## src/hdl/adc_attach_pkg.sv

```systemverilog
package adc_attach_pkg;

  // wishbone side widths
  localparam int WB_ADDR_W = 32;
  localparam int WB_DATA_W = 32;
  localparam int WB_SEL_W  = 4;   // byte selects, full word access only

  // word index lives in address bits 6..2
  localparam int ADDR_IDX_LSB = 2;
  localparam int ADDR_IDX_W   = 5;

  // bit positions inside status and mmcm control words
  localparam int STATUS_BUSY_BIT = 0;
  localparam int STATUS_LOCK_BIT = 8;
  localparam int MMCM_RST_BIT    = 0;
  localparam int MMCM_CLKSEL_BIT = 8;

  // register map, word index
  typedef enum logic [ADDR_IDX_W-1:0] {
    REG_DELAY_LOAD   = 5'd0,  // delay load lane mask
    REG_DELAY_RST    = 5'd1,  // delay reset lane mask
    REG_DELAY_VAL    = 5'd2,  // tap value for loads
    REG_STATUS       = 5'd3,  // busy, mmcm lock
    REG_ISERDES_RST  = 5'd4,
    REG_MMCM_CTRL    = 5'd5,  // reset bit 0, clksel bit 8
    REG_BITSLIP      = 5'd6,  // write only pulses
    REG_FCLK_ERR_CNT = 5'd7,
    REG_LCLK_CNT     = 5'd8,
    REG_FCLK_CNT     = 5'd9
  } wb_addr_e;

endpackage

```

## src/hdl/adc_lane_pkg.sv

```systemverilog
package adc_lane_pkg;

  // lane topology, fixed at four units
  localparam int NUM_UNITS       = 4;
  localparam int LANES_PER_UNIT  = 4;
  localparam int NUM_DATA_LANES  = NUM_UNITS * LANES_PER_UNIT;   // 16
  localparam int NUM_FRAME_LANES = 1;
  localparam int NUM_TAP_LANES   = NUM_DATA_LANES + NUM_FRAME_LANES;  // 17, frame lane last

  // word and tap widths
  localparam int WORD_W     = 8;
  localparam int TAP_W      = 9;
  localparam int SLIP_W     = 3;   // rotation offset, wraps at 8
  localparam int LANE_IDX_W = 5;   // enough for 17 lanes
  localparam int CNT_W      = 32;  // link monitor counters

  // expected frame word during training
  localparam logic [WORD_W-1:0] FRAME_PATTERN = 8'hF0;

  // delay tap controller
  typedef enum logic [1:0] {
    DLY_IDLE = 2'd0,  // waiting for req
    DLY_SCAN = 2'd1,  // one lane per cycle
    DLY_ACK  = 2'd2   // hold ack until req drops
  } delay_state_e;

  typedef enum logic {
    OP_LOAD = 1'b0,  // write tap value
    OP_RST  = 1'b1   // clear tap to zero
  } delay_op_e;

endpackage

```

## src/hdl/wb_adc_regs.sv

```systemverilog
`timescale 1ns/1ps

module wb_adc_regs (
  input  logic                                     wb_clk_i,
  input  logic                                     wb_rst_i,
  input  logic [adc_attach_pkg::WB_ADDR_W-1:0]     wb_adr_i,
  input  logic [adc_attach_pkg::WB_DATA_W-1:0]     wb_dat_i,
  input  logic [adc_attach_pkg::WB_SEL_W-1:0]      wb_sel_i,  // not honoured, word writes
  input  logic                                     wb_we_i,
  input  logic                                     wb_cyc_i,
  input  logic                                     wb_stb_i,
  output logic [adc_attach_pkg::WB_DATA_W-1:0]     wb_dat_o,
  output logic                                     wb_ack_o,
  input  logic                                     mmcm_locked_i,
  output logic                                     dly_req_o,
  output adc_lane_pkg::delay_op_e                  dly_op_o,
  output logic [adc_lane_pkg::NUM_TAP_LANES-1:0]   dly_mask_o,
  output logic [adc_lane_pkg::TAP_W-1:0]           dly_val_o,
  input  logic                                     dly_ack_i,
  output logic [adc_lane_pkg::NUM_DATA_LANES-1:0]  slip_pulse_o,
  output logic                                     cnt_clr_o,
  input  logic [adc_attach_pkg::WB_DATA_W-1:0]     err_cnt_i,
  input  logic [adc_attach_pkg::WB_DATA_W-1:0]     beat_cnt_i,
  input  logic [adc_attach_pkg::WB_DATA_W-1:0]     frame_cnt_i,
  output logic                                     iserdes_rst_o,
  output logic                                     mmcm_rst_o,
  output logic                                     mmcm_clksel_o
);
  import adc_attach_pkg::*;
  import adc_lane_pkg::*;

  wb_addr_e                  reg_idx;
  logic                      bus_req;      // new access this cycle
  logic                      wb_ack_q;
  logic [WB_DATA_W-1:0]      rd_mux;
  logic [WB_DATA_W-1:0]      rd_data_q;
  logic [NUM_TAP_LANES-1:0]  load_mask_q;
  logic [NUM_TAP_LANES-1:0]  rst_mask_q;
  logic [TAP_W-1:0]          delay_val_q;
  logic [TAP_W-1:0]          req_val_q;    // value frozen for the request
  logic                      dly_req_q;
  delay_op_e                 dly_op_q;
  logic                      dly_free;     // both handshake lines low
  logic                      busy;
  logic [NUM_DATA_LANES-1:0] slip_pulse_q;
  logic                      cnt_clr_q;
  logic                      iserdes_rst_q;
  logic                      mmcm_rst_q;
  logic                      mmcm_clksel_q;

  assign reg_idx  = wb_addr_e'(wb_adr_i[ADDR_IDX_LSB +: ADDR_IDX_W]);
  assign bus_req  = wb_cyc_i && wb_stb_i && !wb_ack_q;
  assign dly_free = !dly_req_q && !dly_ack_i;
  assign busy     = dly_req_q | dly_ack_i;

  always_ff @(posedge wb_clk_i) begin
    if (wb_rst_i) begin
      wb_ack_q      <= 1'b0;
      rd_data_q     <= '0;
      load_mask_q   <= '0;
      rst_mask_q    <= '0;
      delay_val_q   <= '0;
      req_val_q     <= '0;
      dly_req_q     <= 1'b0;
      dly_op_q      <= OP_LOAD;
      slip_pulse_q  <= '0;
      cnt_clr_q     <= 1'b0;
      iserdes_rst_q <= 1'b0;
      mmcm_rst_q    <= 1'b0;
      mmcm_clksel_q <= 1'b0;
    end else begin
      wb_ack_q     <= 1'b0;  // single cycle strobes
      slip_pulse_q <= '0;
      cnt_clr_q    <= 1'b0;
      if (dly_ack_i) begin
        dly_req_q <= 1'b0;   // phase 3, release request
      end
      if (bus_req) begin
        wb_ack_q  <= 1'b1;
        rd_data_q <= wb_we_i ? '0 : rd_mux;
        if (wb_we_i) begin
          case (reg_idx)
            REG_DELAY_LOAD: begin
              if (dly_free) begin  // dropped while busy
                load_mask_q <= wb_dat_i[NUM_TAP_LANES-1:0];
                req_val_q   <= delay_val_q;
                dly_op_q    <= OP_LOAD;
                dly_req_q   <= 1'b1;
              end
            end
            REG_DELAY_RST: begin
              if (dly_free) begin
                rst_mask_q <= wb_dat_i[NUM_TAP_LANES-1:0];
                dly_op_q   <= OP_RST;
                dly_req_q  <= 1'b1;
              end
            end
            REG_DELAY_VAL:   delay_val_q   <= wb_dat_i[TAP_W-1:0];
            REG_ISERDES_RST: iserdes_rst_q <= wb_dat_i[0];
            REG_MMCM_CTRL: begin
              mmcm_rst_q    <= wb_dat_i[MMCM_RST_BIT];
              mmcm_clksel_q <= wb_dat_i[MMCM_CLKSEL_BIT];
            end
            REG_BITSLIP:      slip_pulse_q <= wb_dat_i[NUM_DATA_LANES-1:0];
            REG_FCLK_ERR_CNT: cnt_clr_q    <= 1'b1;  // any counter write clears all
            REG_LCLK_CNT:     cnt_clr_q    <= 1'b1;
            REG_FCLK_CNT:     cnt_clr_q    <= 1'b1;
            default: ;
          endcase
        end
      end
    end
  end

  // read mux, unused bits zero
  always_comb begin
    rd_mux = '0;
    case (reg_idx)
      REG_DELAY_LOAD: rd_mux[NUM_TAP_LANES-1:0] = load_mask_q;
      REG_DELAY_RST:  rd_mux[NUM_TAP_LANES-1:0] = rst_mask_q;
      REG_DELAY_VAL:  rd_mux[TAP_W-1:0]         = delay_val_q;
      REG_STATUS: begin
        rd_mux[STATUS_BUSY_BIT] = busy;
        rd_mux[STATUS_LOCK_BIT] = mmcm_locked_i;
      end
      REG_ISERDES_RST: rd_mux[0] = iserdes_rst_q;
      REG_MMCM_CTRL: begin
        rd_mux[MMCM_RST_BIT]    = mmcm_rst_q;
        rd_mux[MMCM_CLKSEL_BIT] = mmcm_clksel_q;
      end
      REG_FCLK_ERR_CNT: rd_mux = err_cnt_i;
      REG_LCLK_CNT:     rd_mux = beat_cnt_i;
      REG_FCLK_CNT:     rd_mux = frame_cnt_i;
      default:          rd_mux = '0;  // bitslip and unmapped
    endcase
  end

  assign wb_dat_o      = wb_ack_q ? rd_data_q : '0;
  assign wb_ack_o      = wb_ack_q;
  assign dly_req_o     = dly_req_q;
  assign dly_op_o      = dly_op_q;
  // masks cannot change while busy, so this stays stable under req
  assign dly_mask_o    = (dly_op_q == OP_LOAD) ? load_mask_q : rst_mask_q;
  assign dly_val_o     = req_val_q;
  assign slip_pulse_o  = slip_pulse_q;
  assign cnt_clr_o     = cnt_clr_q;
  assign iserdes_rst_o = iserdes_rst_q;
  assign mmcm_rst_o    = mmcm_rst_q;
  assign mmcm_clksel_o = mmcm_clksel_q;

endmodule

```

## src/hdl/adc_delay_ctrl.sv

```systemverilog
`timescale 1ns/1ps

module adc_delay_ctrl (
  input  logic                                                 wb_clk_i,
  input  logic                                                 wb_rst_i,
  input  logic                                                 dly_req_i,
  input  adc_lane_pkg::delay_op_e                              dly_op_i,
  input  logic [adc_lane_pkg::NUM_TAP_LANES-1:0]               dly_mask_i,
  input  logic [adc_lane_pkg::TAP_W-1:0]                       dly_val_i,
  output logic                                                 dly_ack_o,
  output logic [adc_lane_pkg::NUM_TAP_LANES*adc_lane_pkg::TAP_W-1:0] lane_tap_o
);
  import adc_lane_pkg::*;

  localparam logic [LANE_IDX_W-1:0] LAST_LANE = LANE_IDX_W'(NUM_TAP_LANES - 1);

  delay_state_e          state_q;
  logic [LANE_IDX_W-1:0] lane_idx_q;
  logic [TAP_W-1:0]      tap_q [NUM_TAP_LANES];
  logic                  scan_en;  // lane_idx_q is being visited
  logic [TAP_W-1:0]      wr_val;

  // lane 0 is handled on the cycle req is first seen, keeps latency at 17
  assign scan_en   = ((state_q == DLY_IDLE) && dly_req_i) || (state_q == DLY_SCAN);
  assign wr_val    = (dly_op_i == OP_LOAD) ? dly_val_i : '0;
  assign dly_ack_o = (state_q == DLY_ACK);

  always_ff @(posedge wb_clk_i) begin
    if (wb_rst_i) begin
      state_q    <= DLY_IDLE;
      lane_idx_q <= '0;
    end else begin
      case (state_q)
        DLY_IDLE: begin
          if (dly_req_i) begin
            state_q    <= DLY_SCAN;
            lane_idx_q <= lane_idx_q + 1'b1;
          end
        end
        DLY_SCAN: begin
          if (lane_idx_q == LAST_LANE) begin
            state_q    <= DLY_ACK;  // ack rises with last lane written
            lane_idx_q <= '0;
          end else begin
            lane_idx_q <= lane_idx_q + 1'b1;
          end
        end
        DLY_ACK: begin
          if (!dly_req_i) begin
            state_q <= DLY_IDLE;    // phase 4, ack drops
          end
        end
        default: begin
          state_q    <= DLY_IDLE;
          lane_idx_q <= '0;
        end
      endcase
    end
  end

  // tap table, masked lanes only
  always_ff @(posedge wb_clk_i) begin
    if (wb_rst_i) begin
      for (int i = 0; i < NUM_TAP_LANES; i++) begin
        tap_q[i] <= '0;
      end
    end else if (scan_en && dly_mask_i[lane_idx_q]) begin
      tap_q[lane_idx_q] <= wr_val;
    end
  end

  // flatten, lane 16 is the frame lane
  for (genvar g = 0; g < NUM_TAP_LANES; g++) begin : g_tap_out
    assign lane_tap_o[g*TAP_W +: TAP_W] = tap_q[g];
  end

endmodule

```

## src/hdl/adc_bitslip_align.sv

```systemverilog
`timescale 1ns/1ps

module adc_bitslip_align (
  input  logic                                                         wb_clk_i,
  input  logic                                                         wb_rst_i,
  input  logic [adc_lane_pkg::NUM_DATA_LANES-1:0]                      slip_pulse_i,
  input  logic                                                         adc_valid_i,
  input  logic [adc_lane_pkg::NUM_DATA_LANES*adc_lane_pkg::WORD_W-1:0] adc_data_i,
  output logic [adc_lane_pkg::NUM_DATA_LANES*adc_lane_pkg::WORD_W-1:0] aligned_data_o,
  output logic                                                         aligned_valid_o
);
  import adc_lane_pkg::*;

  logic [SLIP_W-1:0]                slip_off_q [NUM_DATA_LANES];  // per lane offset
  logic [NUM_DATA_LANES*WORD_W-1:0] data_q;
  logic                             valid_q;

  // rotate left through a doubled word
  function automatic logic [WORD_W-1:0] rotl(input logic [WORD_W-1:0] word,
                                             input logic [SLIP_W-1:0] off);
    logic [2*WORD_W-1:0] dbl;
    dbl = {word, word} << off;
    return dbl[2*WORD_W-1:WORD_W];
  endfunction

  always_ff @(posedge wb_clk_i) begin
    if (wb_rst_i) begin
      for (int i = 0; i < NUM_DATA_LANES; i++) begin
        slip_off_q[i] <= '0;
      end
    end else begin
      for (int i = 0; i < NUM_DATA_LANES; i++) begin
        if (slip_pulse_i[i]) begin
          slip_off_q[i] <= slip_off_q[i] + SLIP_W'(1);  // wraps at 8
        end
      end
    end
  end

  // word in this cycle uses the old offset, slip hits the next word
  always_ff @(posedge wb_clk_i) begin
    if (wb_rst_i) begin
      data_q  <= '0;
      valid_q <= 1'b0;
    end else begin
      valid_q <= adc_valid_i;
      if (adc_valid_i) begin
        for (int i = 0; i < NUM_DATA_LANES; i++) begin
          data_q[i*WORD_W +: WORD_W] <= rotl(adc_data_i[i*WORD_W +: WORD_W], slip_off_q[i]);
        end
      end
    end
  end

  assign aligned_data_o  = data_q;
  assign aligned_valid_o = valid_q;

endmodule

```

## src/hdl/adc_link_monitor.sv

```systemverilog
`timescale 1ns/1ps

module adc_link_monitor (
  input  logic                             wb_clk_i,
  input  logic                             wb_rst_i,
  input  logic                             cnt_clr_i,
  input  logic                             adc_valid_i,
  input  logic [adc_lane_pkg::WORD_W-1:0]  adc_frame_i,
  output logic [adc_lane_pkg::CNT_W-1:0]   beat_cnt_o,
  output logic [adc_lane_pkg::CNT_W-1:0]   frame_cnt_o,
  output logic [adc_lane_pkg::CNT_W-1:0]   err_cnt_o
);
  import adc_lane_pkg::*;

  logic [CNT_W-1:0] beat_q;   // every valid beat
  logic [CNT_W-1:0] frame_q;  // beats with a nonzero frame word
  logic [CNT_W-1:0] err_q;    // frame word off pattern
  logic             frame_seen;
  logic             frame_bad;

  assign frame_seen = adc_valid_i && (adc_frame_i != '0);
  assign frame_bad  = adc_valid_i && (adc_frame_i != FRAME_PATTERN);

  always_ff @(posedge wb_clk_i) begin
    if (wb_rst_i || cnt_clr_i) begin  // clear wins over a beat
      beat_q  <= '0;
      frame_q <= '0;
      err_q   <= '0;
    end else begin
      if (adc_valid_i) begin
        beat_q <= beat_q + 1'b1;      // free wrap
      end
      if (frame_seen) begin
        frame_q <= frame_q + 1'b1;
      end
      if (frame_bad) begin
        err_q <= err_q + 1'b1;        // zero word also counts as error
      end
    end
  end

  assign beat_cnt_o  = beat_q;
  assign frame_cnt_o = frame_q;
  assign err_cnt_o   = err_q;

endmodule

```

## src/hdl/adc_attach_top.sv

```systemverilog
`timescale 1ns/1ps

module adc_attach_top (
  input  logic                                                         wb_clk_i,
  input  logic                                                         wb_rst_i,
  input  logic [adc_attach_pkg::WB_ADDR_W-1:0]                         wb_adr_i,
  input  logic [adc_attach_pkg::WB_DATA_W-1:0]                         wb_dat_i,
  input  logic [adc_attach_pkg::WB_SEL_W-1:0]                          wb_sel_i,
  input  logic                                                         wb_we_i,
  input  logic                                                         wb_cyc_i,
  input  logic                                                         wb_stb_i,
  output logic [adc_attach_pkg::WB_DATA_W-1:0]                         wb_dat_o,
  output logic                                                         wb_ack_o,
  input  logic                                                         mmcm_locked_i,
  input  logic                                                         adc_valid_i,
  input  logic [adc_lane_pkg::NUM_DATA_LANES*adc_lane_pkg::WORD_W-1:0] adc_data_i,
  input  logic [adc_lane_pkg::WORD_W-1:0]                              adc_frame_i,
  output logic [adc_lane_pkg::NUM_DATA_LANES*adc_lane_pkg::WORD_W-1:0] aligned_data_o,
  output logic                                                         aligned_valid_o,
  output logic [adc_lane_pkg::NUM_TAP_LANES*adc_lane_pkg::TAP_W-1:0]   lane_tap_o,
  output logic                                                         iserdes_rst_o,
  output logic                                                         mmcm_rst_o,
  output logic                                                         mmcm_clksel_o
);
  import adc_lane_pkg::*;

  // delay handshake
  logic                      dly_req;
  delay_op_e                 dly_op;
  logic [NUM_TAP_LANES-1:0]  dly_mask;
  logic [TAP_W-1:0]          dly_val;
  logic                      dly_ack;
  // aligner and monitor control
  logic [NUM_DATA_LANES-1:0] slip_pulse;
  logic                      cnt_clr;
  logic [CNT_W-1:0]          err_cnt;
  logic [CNT_W-1:0]          beat_cnt;
  logic [CNT_W-1:0]          frame_cnt;

  wb_adc_regs wb_adc_regs_inst (
    .wb_clk_i, .wb_rst_i, .wb_adr_i, .wb_dat_i, .wb_sel_i, .wb_we_i,
    .wb_cyc_i, .wb_stb_i, .wb_dat_o, .wb_ack_o, .mmcm_locked_i,
    .dly_req_o(dly_req), .dly_op_o(dly_op), .dly_mask_o(dly_mask),
    .dly_val_o(dly_val), .dly_ack_i(dly_ack),
    .slip_pulse_o(slip_pulse), .cnt_clr_o(cnt_clr),
    .err_cnt_i(err_cnt), .beat_cnt_i(beat_cnt), .frame_cnt_i(frame_cnt),
    .iserdes_rst_o, .mmcm_rst_o, .mmcm_clksel_o
  );

  adc_delay_ctrl adc_delay_ctrl_inst (
    .wb_clk_i, .wb_rst_i,
    .dly_req_i(dly_req), .dly_op_i(dly_op), .dly_mask_i(dly_mask),
    .dly_val_i(dly_val), .dly_ack_o(dly_ack),
    .lane_tap_o
  );

  adc_bitslip_align adc_bitslip_align_inst (
    .wb_clk_i, .wb_rst_i,
    .slip_pulse_i(slip_pulse),
    .adc_valid_i, .adc_data_i,
    .aligned_data_o, .aligned_valid_o
  );

  adc_link_monitor adc_link_monitor_inst (
    .wb_clk_i, .wb_rst_i,
    .cnt_clr_i(cnt_clr),
    .adc_valid_i, .adc_frame_i,
    .beat_cnt_o(beat_cnt), .frame_cnt_o(frame_cnt), .err_cnt_o(err_cnt)
  );

endmodule

```

## config.mk

```make
export PLATFORM = sky130hd
export DESIGN_NAME = adc_attach_top
export DESIGN_NICKNAME = d
export VERILOG_FILES = /design/src/hdl/adc_attach_pkg.sv /design/src/hdl/adc_lane_pkg.sv /design/src/hdl/wb_adc_regs.sv /design/src/hdl/adc_delay_ctrl.sv /design/src/hdl/adc_bitslip_align.sv /design/src/hdl/adc_link_monitor.sv /design/src/hdl/adc_attach_top.sv
export SDC_FILE = /design/constraint.sdc
export NUM_CORES = 1
export LEC_CHECK = 0
export BUFFER_PORTS_ARGS = -buffer_cell sky130_fd_sc_hd__buf_2
export CAP_MARGIN = 15
export CORE_AREA = 8 8 193 379
export CTS_BUF_LIST = sky130_fd_sc_hd__clkbuf_2 sky130_fd_sc_hd__clkbuf_4 sky130_fd_sc_hd__clkbuf_8
export CTS_CLUSTER_DIAMETER = 200
export DETAILED_ROUTE_END_ITERATION = 8
export DIE_AREA = 0 0 201 387
export SLEW_MARGIN = 20
export SYNTH_ARGS = -nofsm -noshare
export SYNTH_HDL_FRONTEND = slang
export SYNTH_SLANG_ARGS = --single-unit
```

## constraint.sdc

```tcl
create_clock -name wb_clk_i -period 6.5 [get_ports wb_clk_i]
set_input_delay 0.65 -clock wb_clk_i [delete_from_list [all_inputs] [get_ports wb_clk_i]]
set_output_delay 0.65 -clock wb_clk_i [all_outputs]
set_load 0.05 [all_outputs]
```

==> results of run 1 <==
## critical path, cell delays in order (launching register included)
cell and delay, ns:
dfxtp_1 1.04, mux4_2 0.43, a31oi_1 0.19, nand3_1 0.14, a221oi_4 0.29, buf_4 0.85, o21bai_1 0.63
## routing by layer
layer / global-route usage [%] / wire length, µm / up-vias
li1: - / - / 10400
met1: 27.0 / 35200 / 10700
met2: 32.5 / 38900 / 913
met3: 5.76 / 7650 / 146
met4: 8.79 / 2730 / 14
met5: 0 / 92 / -
## cells in the mapped netlist, types with 17 or more instances
master and instances:
xor2_1 29, o21bai_1 17, and2_1 61, nand4_1 41, inv_1 32, nand3_1 55
a22oi_1 57, a21oi_1 105, dfxtp_1 339, a211oi_1 131, o21ai_0 39, mux2i_1 147
ha_1 23, or2_2 17, mux4_2 131, a221oi_1 17, nor2_1 282, nor3_1 18
nor2b_1 30, or3_1 31, xnor2_1 39, clkbuf_1 207, edfxtp_1 201, nor4_1 154
nand2_1 168
## sequential cells by signal (all words and copies together), names as in the netlist, 2 cells and up
register	flops
adc_bitslip_align_inst.aligned_data_o	128
adc_bitslip_align_inst.slip_off_q	48
adc_delay_ctrl_inst.lane_idx_q	5
adc_delay_ctrl_inst.state_q	2
adc_delay_ctrl_inst.tap_q	153
adc_link_monitor_inst.beat_cnt_o	32
adc_link_monitor_inst.err_cnt_o	32
adc_link_monitor_inst.frame_cnt_o	32
wb_adc_regs_inst.delay_val_q	9
wb_adc_regs_inst.dly_val_o	9
wb_adc_regs_inst.load_mask_q	17
wb_adc_regs_inst.rd_data_q	32
wb_adc_regs_inst.rst_mask_q	17
wb_adc_regs_inst.slip_pulse_o	16
## final cells by class
class                      count  area share (%)
multi-input combinational   1742            41.4
tap                          897            3.54
inverter                      32           0.379
clock buffer                 115            4.48
antenna                       16           0.126
clock inverter                35            1.43
sequential                   540            40.5
timing repair buffer         503            8.18
## placed cells by master, fill, tap and decap left out, drive strengths merged, types with 116 or more instances in the layout
cell type  count
a211oi       131
edfxtp       201
dfxtp        339
mux2i        147
clkbuf       116
nor4         154
nand2        168
buf          502
nor2         282
mux4         131
## logic make-up after synthesis
family	synth area share, %
xor+xnor	2.21
flops	47.6
fa+ha+maj	1.07
simple gates	17.4
mux	17.0
buf+inv	3.93
compound gates	10.8
## power by group
part	internal, mW	leakage, nW	switching [mW]
logic	0.353	5.80	0.724
registers	3.63	4.84	0.118
clock network	1.80	0.979	1.44
total	5.78	11.6	2.28
## worst paths after layout
path / from / endpoint / slack [ns] / depth (start not counted)
max reg2reg: wb_adc_regs_inst.dly_op_o / adc_delay_ctrl_inst.tap_q[10][5] / 2.44 / 6
min: wb_dat_i[9] / wb_adc_regs_inst.load_mask_q[9] / 0.22 / 3
max: wb_adc_regs_inst.dly_op_o / adc_delay_ctrl_inst.tap_q[10][5] / 2.44 / 6
min reg2reg: wb_adc_regs_inst.rd_data_q[4] / wb_adc_regs_inst.rd_data_q[4] / 0.44 / 2
==> qor.tcl, run 1 <==
set qor(antenna_found_initial) 22
set qor(p_leak_nw) 11.6
set qor(tightest_slew_ns) 1.11
set qor(routed_wl_mm) 84.6
set qor(finalCoreUtilization_pct) 46.5
set qor(tritoncts.num_buffers) 81
set qor(relSlewSlack_pct) 25.8
set qor(critical_path.startpoint_type) {flip-flop}
set qor(clkLatencyLatePin_ns) 0.71
set qor(finish.net_count) 3134
set qor(synth-main-ff-cell) {dfxtp_1}
set qor(synth.yosys.warnings) 0
set qor(drc_errors) 0
set qor(unrepaired_setup_endpoints_after_global_routing) {no}
set qor(synth_top_cells_by_area) {dfxtp_1 25%, edfxtp_1 22%, mux4_2 11%}
set qor(io_buffer_count) 482
set qor(worst-endpoint-arrival_ns) 4.36
set qor(vdd_drop_max_v) 0.000180
set qor(number_of_h_tree_branching_levels) 3
set qor(finalInstanceArea_mm2) 0.0317
set qor(p_per_area_mw_per_mm2) 254
set qor(post_synthesis_area_per_instance_um2) 10.6
set qor(max_cap_violation_count) 0
set qor(finalCriticalPeriod_ns) 4.06
set qor(cts_sinks) 540
set qor(timing.final.max_slew_violations) 0
set qor(pin_count_of_the_biggest_net_entering_global_routing) 154
set qor(clock_skew_ns) 0.0284
set qor(hold_path_class) {input pin to flip-flop}
set qor(worst_ep_required_time_ns) 6.80
set qor(dp_hpwl_mm) 61.2
set qor(post-layout-total-power_mw) 8.06
set qor(fp-row-count) 136
set qor(run_status) {finished, final reports clean}
set qor(synth_cells) 2551
set qor(top_level_ports) 529
set qor(area_delta_synth_final_pct) 17.7
set qor(cts-root-buf) {clkbuf_8}
set qor(post_cts_resize_count) 0
set qor(final-hold-violation-count) 0
set qor(yosys.area.top_type) {dfxtp_1}
set qor(netlist.area_leader.share_pct) 25.2
set qor(final_layout_size_suffix_gt1_share_pct) 27.6
set qor(final-seq-area_mm2) 0.0128
set qor(detail_route.wl_per_cell_um) 21.8
set qor(drt.antenna.violating_nets) 0
set qor(synth-edff-count) 201
set qor(global_route.usage.total_pct) 20.9
set qor(start_util_pct) 39.5
set qor(die_height_um) 387
set qor(detail_route.first_pass.iterations) 5
set qor(wire_length_of_the_first_global_routing_pass_mm) 129
set qor(finalSetupViolations) 0
set qor(setup-tns-final_ns) 0
set qor(num-fill-cells) 6479
set qor(synth_seq_cells) 540
set qor(detailed_place.area_mm2) 0.0298
set qor(cts.reportedPaths.clkPinSlew_ns) 0.06
set qor(synth_async_sr_flop_share_pct) 0
set qor(crit_type) {flip-flop to flip-flop}
set qor(via_count_of_the_first_global_routing_pass) 21300
set qor(preCtsSetupSlack_ns) 2.52
set qor(multi_input_comb_area_mm2) 0.0131
set qor(mappedNetlistArea_mm2) 0.0269
set qor(setup_slack_ns) 2.44
set qor(final-instance-count-excl-fill) 3880
set qor(netlist-cell-type-count) 54
set qor(critical_path_peak_fanout) 107
set qor(grt_overflow_total) 0
set qor(route.detailed.vias_per_inst) 5.71
set qor(cts.path.max_buffers) 3
set qor(dp.cells) 3714
set qor(endpoint_kind) {flip-flop}
set qor(ctsHoldBuffers) 0
set qor(tritoncts_clock_tree) {built}
set qor(dr_total_vias) 22200
set qor(synth.yosys.seq_area_share_pct) 47.6
set qor(floorplan_die_width_um) 201
set qor(detail_route.iter0.violations) 1584
set qor(min_period_over_period_pct) 62.5
set qor(max_freq_ghz) 0.246
set qor(cts_post_setup_buffers_inserted) 0
set qor(whs_ns) 0.215
set qor(floorplan.die_area_mm2) 0.0778
set qor(synthesis.nets) 2785
set qor(core_mm2) 0.0682
set qor(place_congestion) 0.868
(Power assumes the default switching activity.)
==> inputs of run 2 (changes only) <==
ABC_AREA = 1   (was default)
CORE_AREA = 8 8 195 382   (was 8 8 193 379)
DIE_AREA = 0 0 203 390   (was 0 0 201 387)
clock period = 3.6 ns   (was 6.5 ns; I/O delays follow)
==> run 2 against run 1 <==
Utilization grew 0.51 points. Global-route usage grew 1.6 points. Clock skew grew 0.033 ns. Worst setup slack lost 1.6 ns. Fmax grew 46%. Critical path depth grew 4. Non-clock buffer count grew 27.
==> qor.tcl, run 2 <==
set qor(chain_of_cells_forming_the_critical_path) {inv_1 -> nor2_1 -> o21ai_0 -> nand2_1 -> nand2_1 -> nand3_1 -> nand2_2 -> nand2_8 -> nand3_2 -> nand2_1}
set qor(clkLatencyLatePin_ns) 0.74 ;# +0.03 ns
set qor(die_height_um) 390 ;# +0.78%
set qor(synth_top_cells_by_area) {dfxtp_1 25%, edfxtp_1 22%, nand2_1 15%}
set qor(p_leak_nw) 14.5 ;# +25%
set qor(reg2regPathDepth) 10 ;# +4
set qor(netlist-cell-type-count) 44 ;# -19%
set qor(floorplan_die_width_um) 203 ;# +1.0%
set qor(antenna_found_initial) 13 ;# -41%
set qor(yosys.area.top_type) {dfxtp_1}
set qor(final_layout_size_suffix_gt1_share_pct) 17.4 ;# -10 points
set qor(synth.yosys.warnings) 0 ;# unchanged
set qor(synth.yosys.seq_area_share_pct) 46.7 ;# -0.85 points
set qor(unrepaired_setup_endpoints_after_global_routing) {no}
set qor(fp-row-count) 137 ;# +0.74%
set qor(cts.path.max_buffers) 3 ;# unchanged
set qor(max_cap_violation_count) 0 ;# unchanged
set qor(hold_path_class) {input pin to flip-flop}
set qor(critical_path_peak_fanout) 17 ;# -84%
set qor(detail_route.first_pass.iterations) 6 ;# +1
set qor(setup-tns-final_ns) 0 ;# unchanged
set qor(min_period_over_period_pct) 77.1 ;# +15 points
set qor(drc_errors) 0 ;# unchanged
set qor(critical_path.startpoint_type) {flip-flop}
set qor(routed_wl_mm) 92.4 ;# +9.3%
set qor(cts-root-buf) {clkbuf_8}
set qor(cts_sinks) 540 ;# unchanged
set qor(synth-main-ff-cell) {dfxtp_1}
set qor(finish.net_count) 4366 ;# +39%
set qor(top_level_ports) 529 ;# unchanged
set qor(register_to_register_setup_slack_ns) 0.83 ;# -1.61 ns
set qor(detail_route.wl_per_cell_um) 18.1 ;# -17%
set qor(dp_hpwl_mm) 69.5 ;# +13%
set qor(global_route.usage.total_pct) 22.4 ;# +1.6 points
set qor(final-hold-violation-count) 0 ;# unchanged
set qor(post_synthesis_area_per_instance_um2) 7.43 ;# -30%
set qor(mappedNetlistArea_mm2) 0.0274 ;# +1.8%
set qor(start_util_pct) 39.5 ;# about the same
set qor(tightest_slew_ns) 1.31 ;# +0.193 ns
set qor(timing.final.max_slew_violations) 0 ;# unchanged
set qor(worst_r2r_endpoint) {adc_delay_ctrl_inst.tap_q[10][8]}
set qor(synth_seq_cells) 540 ;# unchanged
set qor(cts_post_setup_buffers_inserted) 0 ;# unchanged
set qor(mostFrequentLayoutCell) {nand2_1}
set qor(finalSetupViolations) 0 ;# unchanged
set qor(max_reg_flops) 153 ;# unchanged
set qor(endpoint_kind) {flip-flop}
set qor(slowest_delay_ns) 0.65 ;# -0.39 ns
set qor(max_freq_ghz) 0.360 ;# +46%
set qor(clock_skew_ns) 0.0614 ;# +0.0330 ns
set qor(tritoncts_clock_tree) {built}
set qor(worst-endpoint-arrival_ns) 3.15 ;# -1.21 ns
set qor(p_per_area_mw_per_mm2) 444 ;# +75%
set qor(synth_async_sr_flop_share_pct) 0 ;# unchanged
set qor(crit_type) {flip-flop to flip-flop}
set qor(drt.antenna.violating_nets) 0 ;# unchanged
set qor(dr_total_vias) 26000 ;# +17%
set qor(relSlewSlack_pct) 12.9 ;# -13 points
set qor(synth_cells) 3691 ;# +45%
set qor(cts.reportedPaths.clkPinSlew_ns) 0.08 ;# +0.02 ns
set qor(floorplan.die_area_mm2) 0.0792 ;# +1.8%
set qor(ctsHoldBuffers) 16 ;# +16
set qor(hold_path_end) {wb_adc_regs_inst.load_mask_q[1]}
set qor(worst_ep_required_time_ns) 3.97 ;# -2.83 ns
set qor(tritoncts.num_buffers) 82 ;# +1.2%
set qor(netlist.area_leader.share_pct) 24.7 ;# -0.45 points
set qor(holdPathStages) 3 ;# unchanged
set qor(wire_length_of_the_first_global_routing_pass_mm) 141 ;# +9.4%
set qor(detail_route.iter0.violations) 1748 ;# +10%
set qor(post_cts_resize_count) 0 ;# unchanged
set qor(worst_hold_launch) {wb_dat_i[1]}
set qor(grt_overflow_total) 0 ;# unchanged
set qor(io_buffer_count) 482 ;# unchanged
set qor(synthMostInstantiatedCell) {nand2_1}
set qor(area_delta_synth_final_pct) 18.9
set qor(finalCriticalPeriod_ns) 2.77 ;# -1.29 ns
set qor(ys_top_cells_by_count) {1082 x nand2_1, 413 x inv_1, 406 x nor2_1}
set qor(place_congestion) 0.919 ;# +5.9%
set qor(pin_count_of_the_biggest_net_entering_global_routing) 236 ;# +53%
set qor(whs_ns) 0.0725 ;# -0.143 ns
set qor(via_count_of_the_first_global_routing_pass) 24600 ;# +15%
set qor(route.detailed.vias_per_inst) 5.08 ;# -11%
set qor(cp_common_cell) {nand2_1}
set qor(number_of_h_tree_branching_levels) 3 ;# unchanged
set qor(synth-edff-count) 201 ;# unchanged
set qor(run_status) {finished, final reports clean}
set qor(vdd_drop_max_v) 0.000269 ;# +50%
set qor(slowest_cell_on_crit_path) {dfxtp_1}
set qor(synthesis.nets) 3925 ;# +41%
set qor(core_mm2) 0.0694 ;# +1.7%
set qor(reg2reg_from) {adc_delay_ctrl_inst.lane_idx_q[0]}
set qor(leading_cell_types_in_the_layout_fill_and_taps_excluded) {1082 x nand2_1, 480 x buf_2, 412 x inv_1}
set qor(regMostFlops) {adc_delay_ctrl_inst.tap_q}
-- run 2: how the worst max path moves through the flow --
stage                                                  from                                to  slack (ns)  depth (start not counted)
after CTS                 adc_delay_ctrl_inst.lane_idx_q[0]   adc_delay_ctrl_inst.tap_q[9][8]        0.82                         10
after floorplan                   wb_adc_regs_inst.dly_op_o   adc_delay_ctrl_inst.tap_q[8][0]        1.61                         10
after global placement    adc_delay_ctrl_inst.lane_idx_q[0]   adc_delay_ctrl_inst.tap_q[9][6]        0.86                         10
after global routing      adc_delay_ctrl_inst.lane_idx_q[0]  adc_delay_ctrl_inst.tap_q[13][0]        0.57                         10
final                     adc_delay_ctrl_inst.lane_idx_q[0]  adc_delay_ctrl_inst.tap_q[10][8]        0.83                         10
after detailed placement  adc_delay_ctrl_inst.lane_idx_q[0]   adc_delay_ctrl_inst.tap_q[9][5]        0.85                         10
-- run 2: cell type report --
class                   instances  area [µm²]
diodes                          8        20.0
clock buffers                 118        1490
clock inverters                29         404
fillers                      7070       36800
inverters                     419        1580
multi-input cells            2559       12300
flip-flops and latches        540       12800
well taps                     903        1130
repair buffers                530        2850
-- run 2: power breakdown --
group / total, mW / switching [mW] / internal (mW)
clock network: 5.87 / 2.65 / 3.22
logic: 1.89 / 1.39 / 0.493
registers: 6.72 / 0.187 / 6.54
total: 14.5 / 4.23 / 10.2
-- run 2: kinds of logic (layout without fill, tap and decap cells) --
logic type,after synthesis,after routing,share of synthesized area [%]
xor+xnor,33,33,1.05
other cells,0,8,0
buf+inv,592,1096,8.42
flops,540,540,46.7
fa+ha+maj,23,23,1.05
simple gates,1853,1853,28.2
compound gates,586,586,12.2
mux,64,64,2.34
-- run 2: stage by stage --
| stage | area, µm² | setup slack, ns | instances | utilization [%] | total power, mW |
|---|---|---|---|---|---|
| finish | 32600 | 0.825 | 5106 | 47.0 | 14.5 |
| global route | 32600 | 0.567 | 5102 | 46.9 | 15.1 |
| CTS | 32600 | 0.823 | 5098 | 46.9 | 14.6 |
| detailed placement | 30500 | 0.847 | 4935 | 44.0 | 8.73 |
| global placement | 30500 | 0.856 | 4935 | 44.0 | 8.70 |
| floorplan | 27400 | 1.61 | 3691 | - | 8.16 |
-- run 2: critical path: cells and delay by family (launching register included) --
kind / cells / cell delay, ns
buf+inv: 1 / 0.34
compound gates: 1 / 0.09
simple gates: 8 / 1.32
flops: 1 / 0.65
-- run 2: layer usage --
metal  routed length (µm)  vias up  global-route usage [%]  part of all wire (%)
li1                     -    12900                       -                     -
met1                40100    11900                    28.6                    43
met2                42200      960                    36.6                    46
met3                 7610      145                    5.96                   8.2
met4                 2510       10                    7.16                   2.7
met5                   68        -                       0                 0.074
